File: src/hdl/dcache_pkg.sv
// Shared geometry, address layout and controller state for the data cache.
// Modules import this inside their bodies and use scoped names in port lists.
`default_nettype none

package dcache_pkg;

    localparam int ways     = 4;
    localparam int sets     = 8;
    localparam int s_offset = 5;
    localparam int s_index  = 3;
    localparam int s_tag    = 24;
    localparam int s_line   = 256;
    localparam int s_mask   = 32;

    typedef struct packed {
        logic [s_tag-1:0]    tag;
        logic [s_index-1:0]  index;
        logic [s_offset-1:0] offset;
    } dcache_fields_t;

    // one 32-bit address, as a byte address or split into cache fields
    typedef union packed {
        logic [31:0]    raw;
        dcache_fields_t fields;
    } dcache_addr_t;

    typedef enum logic [1:0] {
        check,
        respond,
        writeback,
        allocate
    } dcache_state_t;

    typedef logic [1:0] way_sel_t;

endpackage

`default_nettype wire

File: src/hdl/dcache_control.sv
// Cache controller: answers hits, writes back dirty victims and fills lines.
// Drives the datapath's load strobes and mux selects from its state.
`default_nettype none

module dcache_control (
    input  wire logic                        clk,
    input  wire logic                        reset_i,
    input  wire logic                        mem_read_i,
    input  wire logic                        mem_write_i,
    input  wire logic                        pmem_resp_i,
    input  wire logic                        hit_i,
    input  wire dcache_pkg::way_sel_t        hit_way_i,
    input  wire dcache_pkg::way_sel_t        victim_way_i,
    input  wire logic                        victim_dirty_i,
    output logic                             mem_resp_o,
    output logic                             pmem_read_o,
    output logic                             pmem_write_o,
    output logic [dcache_pkg::ways-1:0]      tag_load_o,
    output logic [dcache_pkg::ways-1:0]      valid_load_o,
    output logic [dcache_pkg::ways-1:0]      dirty_load_o,
    output logic                             dirty_value_o,
    output logic                             fill_sel_o,
    output dcache_pkg::way_sel_t             way_sel_o,
    output logic                             wb_addr_sel_o,
    output logic                             lru_update_o
);
    import dcache_pkg::*;

    dcache_state_t   state_q;
    dcache_state_t   state_d;
    way_sel_t        victim_q;
    logic            skip_q;
    logic            request;
    logic [ways-1:0] hit_mask;
    logic [ways-1:0] victim_mask;

    // the request answered last cycle is still on the port
    assign request = (mem_read_i || mem_write_i) && !skip_q;

    always_comb begin
        hit_mask              = '0;
        hit_mask[hit_way_i]   = 1'b1;
        victim_mask           = '0;
        victim_mask[victim_q] = 1'b1;
    end

    always_comb begin
        state_d       = state_q;
        mem_resp_o    = 1'b0;
        pmem_read_o   = 1'b0;
        pmem_write_o  = 1'b0;
        tag_load_o    = '0;
        valid_load_o  = '0;
        dirty_load_o  = '0;
        dirty_value_o = 1'b0;
        fill_sel_o    = 1'b0;
        way_sel_o     = hit_way_i;
        wb_addr_sel_o = 1'b0;
        lru_update_o  = 1'b0;
        case (state_q)
            check: begin
                if (request) begin
                    if (hit_i) begin
                        state_d = respond;
                    end else if (victim_dirty_i) begin
                        state_d = writeback;
                    end else begin
                        state_d = allocate;
                    end
                end
            end
            respond: begin
                mem_resp_o   = 1'b1;
                lru_update_o = 1'b1;
                if (mem_write_i) begin
                    dirty_load_o  = hit_mask;
                    dirty_value_o = 1'b1;
                end
                state_d = check;
            end
            writeback: begin
                pmem_write_o  = 1'b1;
                way_sel_o     = victim_q;
                wb_addr_sel_o = 1'b1;
                if (pmem_resp_i) begin
                    state_d = allocate;
                end
            end
            allocate: begin
                pmem_read_o = 1'b1;
                way_sel_o   = victim_q;
                fill_sel_o  = 1'b1;
                if (pmem_resp_i) begin
                    // fresh line is clean
                    tag_load_o   = victim_mask;
                    valid_load_o = victim_mask;
                    dirty_load_o = victim_mask;
                    state_d      = check;
                end
            end
            default: state_d = check;
        endcase
    end

    always_ff @(posedge clk) begin
        if (reset_i) begin
            state_q <= check;
            skip_q  <= 1'b0;
        end else begin
            state_q <= state_d;
            skip_q  <= (state_q == respond);
        end
    end

    // hold the victim while the fill rewrites the set
    always_ff @(posedge clk) begin
        if (state_q == check && request && !hit_i) begin
            victim_q <= victim_way_i;
        end
    end

endmodule

`default_nettype wire

File: config.mk
export PLATFORM = sky130hd
export DESIGN_NAME = dcache_control
export DESIGN_NICKNAME = d
export VERILOG_FILES = /design/src/hdl/dcache_pkg.sv /design/src/hdl/dcache_control.sv
export SDC_FILE = /design/constraint.sdc
export NUM_CORES = 1
export LEC_CHECK = 0
export BUFFER_PORTS_ARGS = -buffer_cell sky130_fd_sc_hd__buf_2
export CAP_MARGIN = 0
export CORE_AREA = 2 2 39 41
export CTS_CLUSTER_SIZE = 14
export DETAILED_ROUTE_END_ITERATION = 12
export DIE_AREA = 0 0 41 43
export HOLD_SLACK_MARGIN = 0.02
export PLACE_DENSITY = 0.66
export SYNTH_ARGS = -nofsm -noshare
export SYNTH_HDL_FRONTEND = slang
export SYNTH_SLANG_ARGS = --single-unit
File: constraint.sdc
create_clock -name clk -period 1.3 [get_ports clk]
set_input_delay 0.065 -clock clk [delete_from_list [all_inputs] [get_ports clk]]
set_output_delay 0.065 -clock clk [all_outputs]
set_load 0.005 [all_outputs]
==> results of run 1 <==
-- cells in the mapped netlist --
| library cell | n |
|---|---|
| buf_4 | 8 |
| nor2b_1 | 4 |
| dfxtp_1 | 3 |
| nand3b_1 | 3 |
| a21o_1 | 2 |
| a31o_1 | 2 |
| edfxtp_1 | 2 |
| inv_1 | 2 |
| nand2_1 | 2 |
| nor2_2 | 2 |
| nor3_2 | 2 |
| and2_1 | 1 |
| buf_6 | 1 |
| inv_2 | 1 |
| mux2_1 | 1 |
| nand3_1 | 1 |
| nand4_2 | 1 |
| nor2_1 | 1 |
| nor2_4 | 1 |
| nor3_1 | 1 |
| o21ai_0 | 1 |
| o21ai_2 | 1 |
| o31ai_1 | 1 |
| o41ai_2 | 1 |
| xor2_1 | 1 |
-- metrics by stage --
step                utilization, %  cell area (µm²)  hold WS (ps)  setup WS, ps  setup TNS [ps]
floorplan                        -              424           137           195               0
global placement              38.2              528           249          94.8               0
detailed placement            38.2              528           243          87.9               0
CTS                           42.0              582          24.6          19.3               0
global route                  43.7              604          42.3         -42.1            -110
finish                        43.7              604          38.2          34.7               0
-- state kept, by name, summed over array words and instances, names as in the netlist --
| signal | count |
|---|---|
| victim_q | 2 |
| state_q | 2 |
| skip_q | 1 |
-- worst reg2reg max path: stages (launching register included) --
cell and delay, ps:
dfxtp_4 370, buf_4 150, nor3_1 310
-- placed cells by master (no fill, tap or decap), drive strengths merged, types with 3 or more instances in the layout --
cell type and instances:
buf 33, clkbuf 4, dfxtp 3, inv 3
nand3b 3, nor2 4, nor2b 4, nor3 3
-- routing by layer --
| layer | GRT usage, % | vias to the layer above | share of wire [%] |
|---|---|---|---|
| met1 | 11.4 | 182 | 38 |
| met2 | 17.8 | 22 | 51 |
| met5 | 0 | - | 0 |
| li1 | - | 212 | - |
| met4 | 6.00 | 0 | 0 |
| met3 | 1.57 | 0 | 10 |
-- final timing paths --
path,start,to,slack [ps],cells after the start
worst max-delay path,victim_q[0],dirty_load_o[3],30,4
worst min register to register,state_q[1],state_q[1],570,2
worst max register to register,state_q[1],victim_q[0],140,2
worst min-delay path,hit_i,state_q[1],40,2
-- timing repair --
item,4_1_cts,5_1_grt
endpoints found under the hold margin,2,0
pin swaps,0,1
gates resized for setup,4,2
hold buffers,2,0
setup endpoints to repair,13,4
setup buffers,0,2
-- power groups by stage --
stage	clock network (mW)	registers [mW]	logic, mW
6_report	0.183	0.223	0.171
5_1_grt	0.201	0.228	0.192
4_1_cts	0.192	0.225	0.153
3_5_place_dp	0	0.224	0.148
3_3_place_gp	0	0.223	0.147
2_1_floorplan	0	0.199	0.135
-- logic make-up (layout without fill, tap and decap cells) --
kind of cell	Yosys count	in the layout	synth area share, %
and+or+nand+nor	19	19	31.0
buffers and inverters	12	42	19.5
AOI/OAI and AO/OA	8	8	16.5
DFF	5	5	28.3
xor gates and xnor gates	1	1	2.07
muxes	1	1	2.65
-- final cells by class --
cell class | instances | area [µm²] | area share, %
sequential | 5 | 128 | 21.1
tap | 16 | 20.0 | 3.31
inverter | 3 | 11.3 | 1.86
multi-input combinational | 29 | 229 | 37.9
clock buffer | 4 | 26.3 | 4.35
timing repair buffer | 35 | 190 | 31.5
==> run_results.csv, run 1 <==
group,metric,value,unit
timing,tightestPinTransition,322,ps
setup_path,crit_family,"flip-flops",
cts,cts-root-to-sink-buffers,2,
pwr,comb_power_share,29.6,%
logic_synthesis,ys_ff_latch,5,
setup_path,cp_max_fo,4,
cts,cts_tree,"done",
route,viasPerCell,4.52,
logic_synthesis,synth_top_area_cell,"dfxtp_1",
setup_path,worstSetupStartpointType,"flip-flop",
place,gp_congestion,0.657,
logic_synthesis,synthDistinctLibCells,25,
pwr,max-vdd-ir-drop,0.408,mV
grt,overflow,0,
cts,clk_pin_slew_worst_paths,40,ps
floorplanning,die_w,41,µm
logic_synthesis,yosys_warnings,0,
cts,cts-htree-levels,1,
timing,slew_headroom,78.3,%
route,wl_per_cell,9.74,µm
place,hpwl,702,µm
layout,synthToLayoutAreaGrowth,42.5,%
logic_synthesis,netlist_top_cells_area,"dfxtp_1, buf_4, edfxtp_1, nor2b_1, nand3b_1",
pwr,power,0.577,mW
pwr,p_int,0.398,mW
route,dr.first_iter.drc_count,3,
cts,cts_inserted_buffers,3,
logic_synthesis,ys_seq_area_share,28.3,%
timing,finalCritPeriodShare,97.3,%
timing,setup_violations,0,
grt,grt_pass1_vias,330,
logic_synthesis,syn_area_per_cell,9.22,µm²
grt,grt_max_degree,14,
grt,grt_use_total,10.5,%
logic_synthesis,synth_area,424,µm²
grt,grt_pass1_wl,1270,µm
route,vias,416,
pwr,p_switching,0.179,mW
cts,clkLatencyLatePin,240,ps
timing,drv_slew,0,
grt,grt_antenna_before_repair,0,
flow_run,maxCapViolCount,0,
floorplanning,die_area,0.00176,mm²
logic_synthesis,synth_top_area_share,14.2,%
logic_synthesis,synth_cells,46,
place,placedCellCount,84,
cts,cts_root_buffer,"clkbuf_4",
pwr,p_leak,0.334,nW
place,portBuffers,31,
setup_path,cpPeakStageDelay,450,ps
route,ant_nets,0,
setup_path,cp.buffers_inverters,1,
min_path,hold_class,"in2reg",
layout,drive_above_1_share,64.5,%
layout,num-fill-cells,151,
setup_path,required,1240,ps
floorplanning,start_util,30.7,%
pwr,sw_frac_of_total,31.0,%
cts,cts_sinks,5,
floorplanning,rows,14,
floorplanning,core-area,0.00138,mm²
timing,hold_violations,0,
setup_path,cp_slowest_cell,"edfxtp_1",
layout,final_net_count,88,
setup_path,arrival,1200,ps
setup_path,end_kind,"primary output",
timing,fmax,0.790,GHz
route,first_pass_iters,4,
floorplanning,io_pins,32,
layout,diodes,0,
timing,skew,0.463,ps
setup_path,path_class,"reg2out",
route,wl,896,µm
pwr,p_per_area,955,mW/mm²
timing,min_period,1270,ps
layout,final_cells,92,
status,status,"finished, final reports clean",
logic_synthesis,synth_nets,57,
route,post-route-drc-count,0,
floorplanning,die_h,43,µm
timing,rsz0062_at_grt,"yes",
pwr,seqPwrFrac,38.7,%
setup_path,path_cells,"nand4_2, nor2_2, a31o_1, buf_2",
pwr,pwr-share-clk,31.7,%
Note: power is estimated with default switching activity, not from simulation.
==> run 2: changes to the inputs <==
Settings changed: GPL_TIMING_DRIVEN from default to 0.
==> run_results.csv, run 2 (synthesized netlist as in run 1, its figures left out) <==
group,metric,value,unit
status,status,"finished with violations",
status,violations,"setup timing",
place,hpwl,758,µm
grt,overflow,0,
setup_path,cp_slowest_cell,"edfxtp_1",
floorplanning,start_util,30.7,%
route,ant_nets,0,
layout,diodes,0,
pwr,p_leak,0.417,nW
cts,clk_pin_slew_worst_paths,50,ps
layout,seq_area,124,µm²
route,viasPerCell,4.40,
route,dr.first_iter.drc_count,4,
layout,final_net_count,101,
setup_path,cpPeakStageDelay,490,ps
floorplanning,die_h,43,µm
flow_run,maxCapViolCount,0,
layout,mostFrequentLayoutCell,"buf_2",
timing,rsz0062_at_grt,"yes",
timing,drv_slew,0,
route,wl,1070,µm
cts,cts_sinks,5,
timing,fmax,0.765,GHz
timing,finalCritPeriodShare,101,%
layout,final_cell_mix,"buf_2, buf_4, buf_6",
grt,grt_max_degree,8,
route,first_pass_iters,3,
cts,cts_tree,"done",
grt,grt_pass1_vias,366,
place,placedCellCount,93,
cts,cts_root_buffer,"clkbuf_4",
timing,setup_ws,-6.89,ps
layout,num-fill-cells,141,
floorplanning,die_area,0.00176,mm²
timing,tightestPinTransition,297,ps
layout,top_regs,"state_q x2, victim_q x2, skip_q x1",
pwr,max-vdd-ir-drop,0.487,mV
cts,cts_inserted_buffers,3,
route,vias,462,
setup_path,path_cells,"nand4_4, nor2_4, a31o_1, buf_2",
timing,slew_headroom,80.1,%
timing,skew,8.36,ps
place,gp_congestion,0.681,
grt,grt_use_total,12.2,%
floorplanning,core-area,0.00138,mm²
setup_path,arrival,1240,ps
setup_path,path_class,"reg2out",
place,portBuffers,31,
setup_path,required,1240,ps
route,post-route-drc-count,0,
pwr,p_per_area,870,mW/mm²
route,wl_per_cell,10.2,µm
floorplanning,die_w,41,µm
timing,fin_hold_ws,34.6,ps
layout,synthToLayoutAreaGrowth,82.9,%
setup_path,end_kind,"primary output",
layout,final_cells,105,
layout,drive_above_1_share,70.8,%
floorplanning,rows,14,
timing,hold_violations,0,
timing,min_period,1310,ps
layout,utilization,56.1,%
cts,cts-htree-levels,1,
grt,grt_antenna_before_repair,0,
cts,cts-root-to-sink-buffers,2,
cts,clkLatencyLatePin,240,ps
layout,multi_input_area,264,µm²
min_path,hold_class,"in2reg",
floorplanning,io_pins,32,
grt,grt_pass1_wl,1450,µm
timing,setup_violations,3,
setup_path,worstSetupStartpointType,"flip-flop",
setup_path,cp_max_fo,4,
==> run 2: cell count changes in the layout (fill, tap and decap cells not counted), moves of 2 or more <==
cell	change
buf_4	+10
buf_2	-5
nor2_2	-2
buf_6	+8
nor2_4	+2
==> run 2: worst max-delay path: cells and delay by family, from the launching register on <==
family | cells | cell delay [ps]
AOI/OAI and AO/OA | 1 | 170
buffers and inverters | 1 | 120
DFF | 1 | 490
and+or+nand+nor | 2 | 220
==> run 2: final timing paths <==
kind | slack [ps] | startpoint | cells after the start | end
hold / removal | 30 | hit_i | 2 | state_q[1]
hold reg to reg | 600 | skip_q | 3 | state_q[1]
setup / recovery | -7 | victim_q[0] | 4 | dirty_load_o[1]
setup reg to reg | 50 | state_q[1] | 3 | victim_q[0]
==> run 2: through the flow <==
stage          TNS, ps  total power [mW]  instance area, µm²  setup WS, ps
2_1_floorplan        0             0.334                 424           195
3_3_place_gp         0             0.406                 599           133
3_5_place_dp         0             0.412                 599           108
4_1_cts          -36.0             0.641                 706         -23.1
5_1_grt           -566             0.724                 776         -88.4
6_report         -12.9             0.675                 776         -6.89
==> run 2: final cells by class <==
cell class,count,share of cell area [%]
Multi-Input combinational cell,29,34.0
Timing Repair Buffer,39,32.9
Sequential cell,5,16.0
Buffer,9,9.68
Clock buffer,4,3.39
Tap cell,16,2.58
Inverter,3,1.45
==> run 2: power by group <==
part           switching, mW  internal [mW]
registers             0.0201          0.185
clock network         0.0658          0.116
logic                  0.122          0.165
total                  0.208          0.467
==> run 2: what timing repair did <==
item	CTS	global route
setup endpoints to repair	9	13
pin swaps	3	3
buffers inserted	5	1
hold endpoints to repair	2	0
hold buffers	2	0
gates resized for setup	5	14
==> run 2: routing by layer <==
metal,vias to the layer above,GRT usage (%),share of wire [%]
met5,-,0,0
met4,0,8.00,0
met3,0,3.14,7.4
met2,20,19.1,57
met1,204,13.8,35
li1,238,-,-
